--- src/hdl/prot_cfg_pkg.sv ---
//////////////////////////////
// Memory map of the protected data port
// Fixed PMA region table, debug module window
// and the sizes of the PMP configuration ports
//////////////////////////////

package prot_cfg_pkg;

  //////////////////////////////
  // PMP sizing
  //////////////////////////////

  localparam int PMP_NUM_REGIONS = 4;

  // One cfg byte and one 32-bit address word per entry
  localparam int PMP_CFG_W_TOTAL  = 8 * PMP_NUM_REGIONS;
  localparam int PMP_ADDR_W_TOTAL = 32 * PMP_NUM_REGIONS;

  //////////////////////////////
  // PMA region table
  //////////////////////////////

  localparam int PMA_NUM_REGIONS = 3;

  // Inclusive bounds, region 0 first
  localparam logic [31:0] PMA_START [PMA_NUM_REGIONS] = '{
    32'h0000_0000, 32'h1000_0000, 32'h2000_0000
  };
  localparam logic [31:0] PMA_END [PMA_NUM_REGIONS] = '{
    32'h0000_FFFF, 32'h1000_0FFF, 32'h2000_FFFF
  };

  // Bit i describes region i
  // Region 0 RAM, region 1 I/O, region 2 ROM
  localparam logic [PMA_NUM_REGIONS-1:0] PMA_MAIN       = 3'b101;
  localparam logic [PMA_NUM_REGIONS-1:0] PMA_READONLY   = 3'b100;
  localparam logic [PMA_NUM_REGIONS-1:0] PMA_BUFFERABLE = 3'b001;
  localparam logic [PMA_NUM_REGIONS-1:0] PMA_CACHEABLE  = 3'b101;

  // Unmatched addresses behave as plain main memory
  localparam logic PMA_DEFAULT_MAIN       = 1'b1;
  localparam logic PMA_DEFAULT_READONLY   = 1'b0;
  localparam logic PMA_DEFAULT_BUFFERABLE = 1'b0;
  localparam logic PMA_DEFAULT_CACHEABLE  = 1'b0;

  // Debug module window, open to debug accesses
  localparam logic [31:0] DM_REGION_START = 32'hF000_0000;
  localparam logic [31:0] DM_REGION_END   = 32'hF000_3FFF;

endpackage

--- src/hdl/pma_check.sv ---
//////////////////////////////
// PMA checker
// Looks the request address up in the fixed region table
// Flags misaligned I/O and writes to read-only memory,
// and gives the bus attributes of the hit region
// Purely combinational
//////////////////////////////

module pma_check import prot_cfg_pkg::*; (
  input  logic [31:0] addr_i,
  input  logic        we_i,
  input  logic        misaligned_i,
  input  logic        debug_region_i,
  output logic        pma_err_o,
  output logic        bufferable_o,
  output logic        cacheable_o
);

  // Attributes of the selected region
  logic reg_main;
  logic reg_readonly;
  logic reg_bufferable;
  logic reg_cacheable;

  // One hit bit per region
  logic [PMA_NUM_REGIONS-1:0] region_hit;

  //////////////////////////////
  // Region lookup
  //////////////////////////////

  always_comb begin
    for (int i = 0; i < PMA_NUM_REGIONS; i++) begin
      region_hit[i] = (addr_i >= PMA_START[i]) && (addr_i <= PMA_END[i]);
    end
  end

  always_comb begin
    // Defaults hold when nothing matches
    reg_main       = PMA_DEFAULT_MAIN;
    reg_readonly   = PMA_DEFAULT_READONLY;
    reg_bufferable = PMA_DEFAULT_BUFFERABLE;
    reg_cacheable  = PMA_DEFAULT_CACHEABLE;
    // Walk downwards so the lowest hit wins
    for (int i = PMA_NUM_REGIONS - 1; i >= 0; i--) begin
      if (region_hit[i]) begin
        reg_main       = PMA_MAIN[i];
        reg_readonly   = PMA_READONLY[i];
        reg_bufferable = PMA_BUFFERABLE[i];
        reg_cacheable  = PMA_CACHEABLE[i];
      end
    end
  end

  //////////////////////////////
  // Error and attributes
  //////////////////////////////

  always_comb begin
    if (debug_region_i) begin
      // Debugger always gets through, default attributes
      pma_err_o    = 1'b0;
      bufferable_o = PMA_DEFAULT_BUFFERABLE;
      cacheable_o  = PMA_DEFAULT_CACHEABLE;
    end else begin
      // Split accesses only allowed to main memory
      pma_err_o    = (misaligned_i && !reg_main) || (we_i && reg_readonly);
      bufferable_o = reg_bufferable;
      cacheable_o  = reg_cacheable;
    end
  end

endmodule

--- config.mk ---
export PLATFORM = sky130hd
export DESIGN_NAME = pma_check
export DESIGN_NICKNAME = d
export VERILOG_FILES = /design/src/hdl/prot_cfg_pkg.sv /design/src/hdl/pma_check.sv
export SDC_FILE = /design/constraint.sdc
export NUM_CORES = 1
export LEC_CHECK = 0
export BUFFER_PORTS_ARGS = -buffer_cell sky130_fd_sc_hd__buf_2
export CORE_AREA = 5 5 42 44
export DETAILED_ROUTE_END_ITERATION = 6
export DIE_AREA = 0 0 47 49
export PLACE_DENSITY = 0.41
export SYNTH_ARGS = -nofsm -noshare
export SYNTH_HDL_FRONTEND = slang
export SYNTH_SLANG_ARGS = --single-unit
--- constraint.sdc ---
create_clock -name vclk -period 1.06
set_input_delay 0.106 -clock vclk [all_inputs]
set_output_delay 0.106 -clock vclk [all_outputs]
set_load 0.005 [all_outputs]
# Word level (Yosys, flattened, before mapping)

Cells that the tools add are included.

Bits in writable memories: 0
Output and inout port bits: 3
Memories: 0
Logic and storage cells: 23
Bits in read-only memories: 0
Input port bits: 35
Latch bits: 0
Register bits after elaboration: 0

Div/mod/pow operators: 0
Bitwise gates (word level): 0
Shift operators: 0
Mux-type cells: 10
Magnitude comparators: 6
Reduce and logical (&&, ||, !) cells: 7
Add/subtract/negate cells: 0
Multiply operators: 0
Equality and inequality tests: 0

Operator list:

| cell                   | count |
|---|---|
| $ge A32 B1 Y1 const B  | 1 |
| $ge A32 B29 Y1 const B | 1 |
| $ge A32 B30 Y1 const B | 1 |
| $le A32 B16 Y1 const B | 1 |
| $le A32 B29 Y1 const B | 1 |
| $le A32 B30 Y1 const B | 1 |
| $mux W1                | 10 |
| $logic_and A1 B1 Y1    | 5 |
| $logic_not A1 Y1       | 1 |
| $logic_or A1 B1 Y1     | 1 |

# Longest topological paths before layout

Depth after elaboration: 8
Depth in mapped cells: 3
Depth with buffers taken out: 3

# Worst setup path before layout

Ideal clock, no wire load.

Kind: input -> output
From: input port addr_i[27]
To: output port bufferable_o
Path buffers: 0
Path slack: 0.277 ns
Required time: 0.954 ns
Data arrival time: 0.677 ns
Stages on the path: 3
Cells stage by stage: nor4_2 > nand4_1 > nor3_2

Word-level cells in the longest chain between the ends: 4
Elaborated cells on any way between the ends: 5
Those cells by class: 2 x order compare; 2 x mux; 1 x reduce/logical

RTL lines:

| item                                            | line            | RTL |
|---|---|---|
| start: declaration                              | pma_check.sv:10 | `input logic [31:0] addr_i,` |
| $ge A32 B1 Y1 or $le A32 B16 Y1 (tied branches) | pma_check.sv:34 | `region_hit[i] = (addr_i >= PMA_START[i]) && (addr_i <= PMA_END[i]);` |
| $logic_and A1 B1 Y1 (*)                         | pma_check.sv:34 |  |
| $mux W1 (*)                                     | pma_check.sv:46 | `if (region_hit[i]) begin` |
| $mux W1 (*)                                     | pma_check.sv:60 | `if (debug_region_i) begin` |
| end: declaration                                | pma_check.sv:15 | `output logic bufferable_o,` |

Every way passes the cells marked *; elsewhere a longest branch is shown, timed or not.

# Worst setup path after layout

Ends and elaborated chain as after synthesis.

==> metrics.cfg <==
[run_status]
status=finished, violations left
violations=negative setup slack

[timing]
slew_violations=0
setup_viol=2
fmax_mhz=940.7
rsz0062_at_grt=yes
slew_headroom=0.8570
finalCriticalPeriod_ns=1.063
fin_ws_ns=-0.003092
tightestPinTransition_ns=0.2139
period_share=1.003
hold_violations=0

[power]
power_mw=0.06608
power_density_nw_per_um2=243.4
max-vdd-ir-drop_mv=0.05776
p_leak_nw=0.1284

[layout]
num_antenna_cells=0
seq_cell_count=0
instances_no_fill=54
register_area_um2=0
final_area_um2=271.5
final_core_util=0.1938
n_fill_cell=170
layout-drive-gt1-share=0.8158
syn2layout_area_growth_pct=189.3
nets=75
nClkBuffers=0

[run]
cap_viol_max_count=0

[place]
dpl.cell_count=54
dp.final_hpwl_um=451.1
numPortBuffers=26
globalplace.congestion=0.6195
placed_cell_area_um2=244.0
dp_slack_ns=-0.06277

[grt]
antenna_found_initial=0
first_global_vias=181
grt_usage=0.03368
grt_overflow=0
grt_max_degree=5
grt_pass1_wl_um=621

[clock_tree]
cts_hold_buf=0

[logic_synthesis]
synth_cell_type_count=7
yosysSeqAreaShare=0
yosys_warnings=0
synth.cells.most_frequent=nor4_2, nand4_1, nor2_1, nor3_1
syn-cell-area_um2=93.84
synth_most_common_cell=nor4_2
netlist_instances=12
yosysTopAreaCell=nor4_2
synth.area.top_cells=nor4_2, nand4_1, nor3_1
synth_top_area_frac=0.4000
avgSynthCellArea_um2=7.820
synth_nets=47

[setup_path]
critPathArrivalTime_ns=0.96
critical_path.endpoint=bufferable_o
startpoint_type=input port
worst-path-stages=5
crit_path_start=addr_i[27]
criticalPathCategory=input port to output port
cp_cell_sequence=buf_6, nor4_2, nand4_1, nor3_2, buf_2
crit_family=simple AND/OR/NAND/NOR gates
cp.required_ns=0.95
slowest_stage=nor4_2
crit_fanout=3
crit_path_end_kind=output port
cp_num_buf_inv=2
cp_slowest_stage_delay_ns=0.25

[detailed_routing]
remaining_drc_errors=0
vias=204
antenna_left=0
wirelength_um=483
via_per_inst=3.778
first_pass_iters=1
drt_iter0_drc=0
wl_per_cell_um=8.944

[die]
initial_core_util=0.06696
die_w_um=47
ios=38
fp-row-count=14
fp.coreArea_um2=1401
dieArea_um2=2303
die_y_um=49

[hold_path]
hold_class=input port to output port

worst min-delay path, cell delays in order:
cell    delay (ns)
buf_2         0.10
nor3_2        0.04
buf_2         0.11
cells by family (layout without fill, tap and decap cells):
kind of cell,count (synthesis),after routing,share of synthesized area
simple gates,11,11,0.9068
compound gates,1,1,0.09335
buf+inv,0,26,0
final cells by class:
type	instances	area, µm²	share of cell area
repair buffers	26	148.9	0.5484
multi-input cells	12	102.6	0.3779
well taps	16	20.02	0.07373
metal layers:
| layer | up-vias | global-route usage | share of wire |
|---|---|---|---|
| met4 | 0 | 0 | 0 |
| li1 | 103 | - | - |
| met1 | 78 | 0.04348 | 0.35 |
| met5 | - | 0 | 0 |
| met3 | 0 | 0.003690 | 0.27 |
| met2 | 23 | 0.06109 | 0.38 |
how the worst min path moves through the flow:
stage | from | to | slack [ns] | cells past startpoint
3_3_place_gp | addr_i[29] | bufferable_o | 0.49 | 3
6_report | addr_i[29] | bufferable_o | 0.47 | 3
2_1_floorplan | addr_i[29] | bufferable_o | 0.24 | 1
3_5_place_dp | addr_i[29] | bufferable_o | 0.48 | 3
4_1_cts | addr_i[29] | bufferable_o | 0.48 | 3
5_1_grt | addr_i[29] | bufferable_o | 0.49 | 3
power by group:
group	internal [mW]	switching, mW
logic	0.0428	0.0233
clock network	0	0
registers	0	0
total	0.0428	0.0233
per-stage QoR:
stage                     setup TNS, ns  hold slack [ns]
final                         -0.005646           0.4718
after detailed placement        -0.1843           0.4761
after global routing            -0.3389           0.4890
after floorplan                       0           0.2355
after CTS                      -0.08252           0.4765
after global placement          -0.1051           0.4864
layout by cell type, fill, tap and decap left out:
| master | Yosys | routed |
|---|---|---|
| nor3_1 | 2 | 2 |
| nor4_2 | 3 | 2 |
| nor4_4 | 0 | 1 |
| nor2_1 | 2 | 2 |
| buf_6 | 0 | 3 |
| nor3_2 | 1 | 1 |
| buf_2 | 0 | 23 |
| nand3b_1 | 1 | 1 |
| a21oi_2 | 1 | 1 |
| nand4_1 | 2 | 2 |
timing repair:
action	CTS	global route
resized for setup	4	0
pin swaps	1	2
setup buffers	0	0
gates cloned	0	0
setup endpoints to repair	3	3
(Power assumes the default switching activity.)
