--- src/hdl/mpu_pkg.sv ---
//////////////////////////////
// Shared types for the data-side MPU
// Privilege levels, PMP access and matching modes,
// controller states and the response status to the core
// Imported by the RTL and by the testbench
//////////////////////////////

package mpu_pkg;

  //////////////////////////////
  // Privilege and access kinds
  //////////////////////////////

  // Encoding follows the RISC-V privilege spec
  typedef enum logic [1:0] {
    PRIV_LVL_U = 2'b00,
    PRIV_LVL_M = 2'b11
  } privlvl_e;

  // Data side only, no execute
  typedef enum logic {
    PMP_ACC_READ  = 1'b0,
    PMP_ACC_WRITE = 1'b1
  } pmp_acc_e;

  // Address matching mode, the A field of a cfg byte
  typedef enum logic [1:0] {
    PMP_MODE_OFF   = 2'b00,
    PMP_MODE_TOR   = 2'b01,
    PMP_MODE_NA4   = 2'b10,
    PMP_MODE_NAPOT = 2'b11
  } pmp_mode_e;

  // Bit positions inside one 8-bit PMP cfg byte
  localparam int PMP_CFG_R     = 0;
  localparam int PMP_CFG_W     = 1;
  localparam int PMP_CFG_A_LSB = 3;
  localparam int PMP_CFG_L     = 7;

  //////////////////////////////
  // Response controller
  //////////////////////////////

  // Wait states hold the fault until the core has drained
  typedef enum logic [2:0] {
    MPU_IDLE        = 3'd0,
    MPU_RE_ERR_WAIT = 3'd1,
    MPU_WR_ERR_WAIT = 3'd2,
    MPU_RE_ERR_RESP = 3'd3,
    MPU_WR_ERR_RESP = 3'd4
  } mpu_state_e;

  typedef enum logic [1:0] {
    MPU_OK       = 2'b00,
    MPU_RE_FAULT = 2'b01,
    MPU_WR_FAULT = 2'b10
  } mpu_status_e;

endpackage

--- src/hdl/mpu_resp_ctrl.sv ---
//////////////////////////////
// MPU response controller
// Forwards passing requests to the bus with their attributes
// and returns bus responses to the core
// Failing requests are swallowed and answered with a fault
// once the core has at most one transaction in flight
//////////////////////////////

module mpu_resp_ctrl import mpu_pkg::*; (
  input  logic        clk,
  input  logic        rst_n,
  input  logic        pma_err_i,
  input  logic        pmp_err_i,
  input  logic        core_valid_i,
  input  logic        core_we_i,
  input  logic [31:0] core_addr_i,
  input  logic [31:0] core_wdata_i,
  input  logic        core_one_txn_pend_n_i,
  input  logic        core_mpu_err_wait_i,
  input  logic        bus_ready_i,
  input  logic        bus_rvalid_i,
  input  logic [31:0] bus_rdata_i,
  input  logic        bufferable_i,
  input  logic        cacheable_i,
  output logic        core_ready_o,
  output logic        core_rvalid_o,
  output logic [31:0] core_rdata_o,
  output mpu_status_e core_status_o,
  output logic        core_mpu_err_o,
  output logic        bus_valid_o,
  output logic [31:0] bus_addr_o,
  output logic        bus_we_o,
  output logic [31:0] bus_wdata_o,
  output logic        bus_bufferable_o,
  output logic        bus_cacheable_o
);

  mpu_state_e  state_q, state_n;
  mpu_status_e status;
  logic        mpu_err;
  logic        block_core;
  logic        block_bus;
  logic        err_resp_valid;
  logic        err_accept;

  // Either checker can veto
  assign mpu_err = pma_err_i || pmp_err_i;

  //////////////////////////////
  // Fault FSM
  //////////////////////////////

  always_comb begin
    state_n        = state_q;
    status         = MPU_OK;
    block_core     = 1'b0;
    block_bus      = 1'b0;
    err_resp_valid = 1'b0;
    err_accept     = 1'b0;
    unique case (state_q)
      MPU_IDLE: begin
        if (mpu_err && core_valid_i) begin
          // Keep it off the bus but accept it from the core
          block_bus  = 1'b1;
          err_accept = 1'b1;
          if (core_mpu_err_wait_i) begin
            if (core_we_i) begin
              state_n = core_one_txn_pend_n_i ? MPU_WR_ERR_RESP : MPU_WR_ERR_WAIT;
            end else begin
              state_n = core_one_txn_pend_n_i ? MPU_RE_ERR_RESP : MPU_RE_ERR_WAIT;
            end
          end
        end
      end
      MPU_RE_ERR_WAIT, MPU_WR_ERR_WAIT: begin
        // Hold off new traffic while earlier ones drain
        block_core = 1'b1;
        block_bus  = 1'b1;
        if (core_one_txn_pend_n_i) begin
          state_n = (state_q == MPU_RE_ERR_WAIT) ? MPU_RE_ERR_RESP : MPU_WR_ERR_RESP;
        end
      end
      MPU_RE_ERR_RESP, MPU_WR_ERR_RESP: begin
        block_core     = 1'b1;
        block_bus      = 1'b1;
        err_resp_valid = 1'b1;
        status         = (state_q == MPU_RE_ERR_RESP) ? MPU_RE_FAULT : MPU_WR_FAULT;
        // Core never stalls a response
        state_n        = MPU_IDLE;
      end
      default: state_n = MPU_IDLE;
    endcase
  end

  always_ff @(posedge clk or negedge rst_n) begin
    if (!rst_n) begin
      state_q <= MPU_IDLE;
    end else begin
      state_q <= state_n;
    end
  end

  //////////////////////////////
  // Core and bus outputs
  //////////////////////////////

  // Request path, zero latency
  assign bus_valid_o      = core_valid_i && !block_bus;
  assign bus_addr_o       = core_addr_i;
  assign bus_we_o         = core_we_i;
  assign bus_wdata_o      = core_wdata_i;
  assign bus_bufferable_o = bufferable_i;
  assign bus_cacheable_o  = cacheable_i;

  // Bus back-pressure passes through unless a fault is consumed
  assign core_ready_o = (bus_ready_i && !block_core) || err_accept;

  // Fault responses carry zero data
  assign core_rvalid_o  = bus_rvalid_i || err_resp_valid;
  assign core_rdata_o   = err_resp_valid ? 32'h0 : bus_rdata_i;
  assign core_status_o  = status;
  assign core_mpu_err_o = mpu_err;

  // Faulting request in idle must not leak to the bus
  a_no_bus_on_err: assert property (@(posedge clk) disable iff (!rst_n)
    (state_q == MPU_IDLE && mpu_err) |-> !bus_valid_o);

  // A fault response lasts exactly one cycle
  a_resp_to_idle: assert property (@(posedge clk) disable iff (!rst_n)
    (state_q inside {MPU_RE_ERR_RESP, MPU_WR_ERR_RESP}) |=> (state_q == MPU_IDLE));

endmodule

--- config.mk ---
export PLATFORM = sky130hd
export DESIGN_NAME = mpu_resp_ctrl
export DESIGN_NICKNAME = d
export VERILOG_FILES = /design/src/hdl/mpu_pkg.sv /design/src/hdl/mpu_resp_ctrl.sv
export SDC_FILE = /design/constraint.sdc
export NUM_CORES = 1
export LEC_CHECK = 0
export ABC_AREA = 1
export BUFFER_PORTS_ARGS = -buffer_cell sky130_fd_sc_hd__buf_2
export CORE_AREA = 2 2 83 85
export DETAILED_ROUTE_END_ITERATION = 6
export DIE_AREA = 0 0 85 87
export HOLD_SLACK_MARGIN = 0.1
export SLEW_MARGIN = 20
export SYNTH_ARGS = -nofsm -noshare
export SYNTH_HDL_FRONTEND = slang
export SYNTH_SLANG_ARGS = --single-unit
--- constraint.sdc ---
create_clock -name clk -period 2.1 [get_ports clk]
set_input_delay 0.315 -clock clk [delete_from_list [all_inputs] [get_ports clk]]
set_output_delay 0.315 -clock clk [all_outputs]
set_load 0.02 [all_outputs]
# ---- Yosys cells after proc, flatten, opt, wreduce, memory -nomap -nowiden
# Cells that the tools add are included.
dict set report op_classes {
  eq_ne 7
  reduce_logical 13
  muxes 16
}
# cell count
set ops {}
lappend ops {{$mux W32} 1}
lappend ops {{$mux W3} 6}
lappend ops {{$eq A3 B2 Y1 const B} 2}
lappend ops {{$mux W2} 3}
lappend ops {{$ne A2 B2 Y1 const B} 3}
lappend ops {{$pmux W3 S2} 1}
lappend ops {{$mux W1} 4}
lappend ops {{$reduce_or A2 Y1} 2}
lappend ops {{$reduce_or A4 Y1} 1}
lappend ops {{$eq A3 B1 Y1 const B} 1}
lappend ops {{$eq A3 B3 Y1 const B} 1}
lappend ops {{$logic_and A1 B1 Y1} 3}
lappend ops {{$logic_not A3 Y1} 1}
lappend ops {{$logic_or A1 B1 Y1} 3}
lappend ops {{$reduce_and A3 Y1} 1}
lappend ops {{$logic_not A1 Y1} 2}
lappend ops {{$pmux W1 S2} 1}
dict set report totals {
  output_inout_bits 105
  reg_bits 3
  elab_cells 37
}

# ---- Logic depth before layout (Yosys ltp)
dict set report logic_depth {
  word_depth 6
  ltp_mapped 6
}

# ---- Worst setup path before layout
# Ideal clock, no wire load.
dict set report synth_path {
  path_type {register to output}
  start {reg state_q[1]}
  end {out bus_valid_o}
  setup_slack_ns 0.639
  stages_incl_launch_ff 7
  t_arrival_ns 1.146
  path_buffers 0
  required_ns 1.785
  path_cell_list {dfrtp_1 > nor2_1 > nand2_2 > inv_1 > nor2_1 > nand2_1 > nor2_1}
}
dict set report synth_via {
  elab_chain_len 5
  elab_cells_between_ends 9
  classes_between {eq/ne: 4; mux: 1; reduce/logical: 4}
}
# element line_no
set synth_lines {}
lappend synth_lines {{from (decl)} mpu_resp_ctrl.sv:38} ;# mpu_state_e state_q, state_n;
lappend synth_lines {{from (signal assigned)} mpu_resp_ctrl.sv:99} ;# state_q <= state_n;
lappend synth_lines {{$eq A3 B1 Y1 (tied with other cells)} mpu_resp_ctrl.sv:60} ;# unique case (state_q)
lappend synth_lines {{$reduce_or A4 Y1 (no source line)} --}
lappend synth_lines {{$pmux W1 S2 (*)} mpu_resp_ctrl.sv:60}
lappend synth_lines {{$logic_not A1 Y1 (*)} mpu_resp_ctrl.sv:108} ;# assign bus_valid_o = core_valid_i && !block_bus;
lappend synth_lines {{$logic_and A1 B1 Y1 (*)} mpu_resp_ctrl.sv:108}
lappend synth_lines {{to (decl)} mpu_resp_ctrl.sv:30} ;# output logic bus_valid_o,
# Mark *: on every way between the ends. The rest lies on a longest branch, timed or not.

# ---- Worst setup path after layout
dict set report layout_path {
  start {reg state_q[0]}
  end {out core_rvalid_o}
}
dict set report layout_via {
  elab_chain_len 4
  elab_cells_between_ends 5
  classes_between {eq/ne: 2; mux: 1; reduce/logical: 2}
}
# element line_no
set layout_lines {}
lappend layout_lines {{$eq A3 B2 Y1 / $eq A3 B3 Y1 (equally long branches)} mpu_resp_ctrl.sv:60}
lappend layout_lines {{$reduce_or A2 Y1 (*)} --}
lappend layout_lines {{$mux W1 (*)} mpu_resp_ctrl.sv:60}
lappend layout_lines {{$logic_or A1 B1 Y1 (*)} mpu_resp_ctrl.sv:119} ;# assign core_rvalid_o = bus_rvalid_i || err_resp_valid;
lappend layout_lines {{to (decl)} mpu_resp_ctrl.sv:26} ;# output logic core_rvalid_o,
# Marked as above.

==> impl_metrics.csv <==
group,metric,value,unit
run_status,outcome,"completed",
power_and_ir_drop,power.switching_fraction,59.8,%
sta,worst_pin_slew,0.523,ns
worst_setup_path,ff2ff_setup_slack,0.91,ns
layout,fraction_of_final_layout_cells_sized_beyond_drive_strength_1,45.9,%
routing,drt_first_pass_iters,4,
routing,vias,958,
clock_network,clk_transition_reported_paths,0.03,ns
layout,largestRegisters,"state_q: 3 flops",
floorplan,die_w,85,um
worst_setup_path,timing.rr.start,"state_q[2]",
place,dp_slack,0.191,ns
clock_network,cts.path.max_buffers,2,
clock_network,numCtsBuffers,3,
sta,drv_slew,0,
logic_synthesis,yosys.cell_types.count,15,
sta,rsz0062_at_grt,"no",
worst_setup_path,critical_path.max_fanout,17,
sta,layout_setup_ws,0.178,ns
floorplan,die_area,7400,um^2
global_route,grt_antenna_before_repair,0,
layout,largest_reg_flops,3,
clock_network,tritoncts,"done",
place,place_congestion,0.776,
routing,routed_wirelength,2730,um
layout,max_flop_register,"state_q",
floorplan,fp.coreArea,6570,um^2
place,total_instance_count_after_detailed_placement,268,
logic_synthesis,ys_seq_area_share,7.08,%
power_and_ir_drop,p_int,0.000544,W
power_and_ir_drop,power.ir.vdd_worst,0.000505,V
sta,final_clock_skew,0.000308,ns
sta,period_minus_slack,1.92,ns
power_and_ir_drop,p_switching,0.000810,W
clock_network,postCtsSetupRepairBufs,0,
power_and_ir_drop,cellLeakagePower,0.750,nW
floorplan,number_of_placed_i_o_pins,213,
global_route,grt-ovfl-total,0,
routing,routed_via_density,3.50,
worst_setup_path,critPathArrivalTime,1.61,ns
logic_synthesis,post_synth_inst_count,178,
layout,fill_cells,770,
routing,avgRoutedWirePerCell,9.97,um
clock_network,htree_num_levels,1,
logic_synthesis,synth.area.top_cells,"sky130_fd_sc_hd__buf_4, sky130_fd_sc_hd__inv_1, sky130_fd_sc_hd__nor2_1, sky130_fd_sc_hd__dfrtp_1, sky130_fd_sc_hd__nand2_1",
clock_network,cts_num_sinks,3,
global_route,gr-usage-all-layers,5.39,%
floorplan,floorplan.initialDensity,16.2,%
layout,cell_count_final_fillers_out,274,
floorplan,die_height,87,um
worst_setup_path,worstSetupStartpointType,"flip-flop",
global_route,vias_in_the_first_global_route,744,
global_route,pin_count_of_the_biggest_net_entering_global_routing,34,
worst_setup_path,worst_setup_path_end_kind,"primary output",
clock_network,clk_latency,0.21,ns
power_and_ir_drop,power.share.combinational,77.7,%
sta,timing.final.setup_violations,0,
place,post-dp-hpwl,1980,um
place,io_buffers,80,
power_and_ir_drop,share_seq_of_total_power,10.2,%
logic_synthesis,synth_top_area_share,47.4,%
global_route,first_pass_grt_wire_length,3200,um
routing,antenna_left,0,
worst_setup_path,reg2reg_to,"state_q[1]",
job,max-cap-violations,0,
clock_network,clockRootBuffer,"sky130_fd_sc_hd__clkbuf_8",
sta,layout_worst_path_cycle_share,91.5,%
worst_setup_path,worst-endpoint-required,1.78,ns
logic_synthesis,synthesis.area,1060,um^2
routing,drt_drc_violations_left,0,
min_path,hp-class,"primary input to async pin",
layout,antenna-diode-count,0,
logic_synthesis,syn_avg_cell_area,5.96,um^2
sta,report.final.hold_viol_count,0,
power_and_ir_drop,power_frac_clock,12.2,%
layout,final_nets,304,
logic_synthesis,synth_top_cell_by_area,"sky130_fd_sc_hd__buf_4",
routing,drt-initial-drc-count,20,
worst_setup_path,rr_worst_depth,4,
worst_setup_path,criticalPathCategory,"flip-flop to primary output",
logic_synthesis,ys.warnings.count,0,
power_and_ir_drop,power_density,1240,nW/um^2
logic_synthesis,synth_seq_cells,3,
sta,relSlewSlack,65.0,%
logic_synthesis,synthesis.nets,287,
layout,area_delta_synth_final,3.30,%
sta,achievable_clock_frequency,520,MHz
floorplan,placement_rows,30,
## synthesized netlist by cell type
master and number:
sky130_fd_sc_hd__nor2_1 38, sky130_fd_sc_hd__inv_1 39, sky130_fd_sc_hd__nand3_1 5, sky130_fd_sc_hd__buf_4 67
sky130_fd_sc_hd__a21oi_1 1, sky130_fd_sc_hd__buf_6 3, sky130_fd_sc_hd__o211ai_1 1, sky130_fd_sc_hd__o21ai_4 1
sky130_fd_sc_hd__nor2_2 2, sky130_fd_sc_hd__nand2_2 2, sky130_fd_sc_hd__dfrtp_1 3, sky130_fd_sc_hd__or2_1 1
sky130_fd_sc_hd__nand2_1 10, sky130_fd_sc_hd__nand4_1 4, sky130_fd_sc_hd__ha_1 1
## critical path, cell delays in order (launching register included)
cell,delay [ns]
sky130_fd_sc_hd__dfrtp_1,0.42
sky130_fd_sc_hd__nand2_2,0.17
sky130_fd_sc_hd__o21ai_4,0.48
sky130_fd_sc_hd__or2_1,0.17
sky130_fd_sc_hd__buf_2,0.15
## area by class of cell
class | instances | area, um^2 | share of cell area [%]
Tap cell | 80 | 100 | 9.13
Inverter | 39 | 146 | 13.4
Clock buffer | 4 | 45.0 | 4.11
Sequential cell | 3 | 75.1 | 6.85
Multi-Input combinational cell | 67 | 319 | 29.1
Timing Repair Buffer | 81 | 410 | 37.4
## power groups by stage
| stage | registers [W] | clock network, W | logic, W |
|---|---|---|---|
| CTS | 0.000126 | 0.000171 | 0.00103 |
| floorplan | 0.000119 | 0 | 0.000941 |
| global placement | 0.000121 | 0 | 0.00102 |
| detailed placement | 0.000127 | 0 | 0.00103 |
| finish | 0.000138 | 0.000165 | 0.00105 |
| global route | 0.000144 | 0.000173 | 0.00117 |
## logic make-up (layout without fill, tap and decap cells)
logic type	after synthesis	after routing	share of synthesized area [%]
AO/OA/AOI/OAI	3	4	2.71
adder cells (fa/ha/maj)	1	1	1.18
buffers and inverters	109	124	64.4
flip-flops	3	3	7.08
AND/OR/NAND/NOR	62	62	24.6
## cell usage in the layout, fill, tap and decap left out, types with 3 or more instances in the layout
cell and n:
sky130_fd_sc_hd__buf_2 80, sky130_fd_sc_hd__inv_1 39, sky130_fd_sc_hd__nor2_1 38, sky130_fd_sc_hd__nand2_1 10, sky130_fd_sc_hd__nand3_1 5, sky130_fd_sc_hd__nand4_1 4
sky130_fd_sc_hd__clkbuf_8 3, sky130_fd_sc_hd__dfrtp_1 3
## metrics by stage
| step | instance area, um^2 | hold slack (ns) | total power, W | util [%] | setup TNS (ns) |
|---|---|---|---|---|---|
| after floorplan | 1060 | 0.0194 | 0.00106 | - | 0 |
| after global placement | 1020 | 0.116 | 0.00114 | 15.6 | 0 |
| after detailed placement | 1020 | 0.116 | 0.00115 | 15.6 | 0 |
| after CTS | 1080 | 0.430 | 0.00133 | 16.4 | -0.0373 |
| after global routing | 1100 | 0.446 | 0.00148 | 16.7 | 0 |
| final | 1100 | 0.428 | 0.00135 | 16.7 | 0 |
## routing by layer
layer  routed length (um)  vias up  global-route usage [%]
met3                  412       18                    3.41
met2                 1150       75                    7.81
met5                    0        -                       0
met4                  111        0                    5.05
li1                     -      478                       -
met1                 1050      387                    5.22
## how the worst max path moves through the flow
stage                           from             to  slack [ns]
after floorplan           state_q[1]    bus_valid_o        0.64
after global placement    state_q[0]  core_rvalid_o        0.26
after detailed placement  state_q[0]  core_rvalid_o        0.19
after CTS                 state_q[0]  core_rvalid_o       -0.04
after global routing      state_q[0]  core_rvalid_o        0.05
final                     state_q[0]  core_rvalid_o        0.18
## timing repair
action                                  CTS  global route
endpoints found under the setup margin    1            33
pin swaps                                 0             1
gates cloned                              0             1
hold buffers                              1             0
gates resized for setup                   0             1
hold endpoints to repair                  3             0
Power figures use the tool's default switching activity.
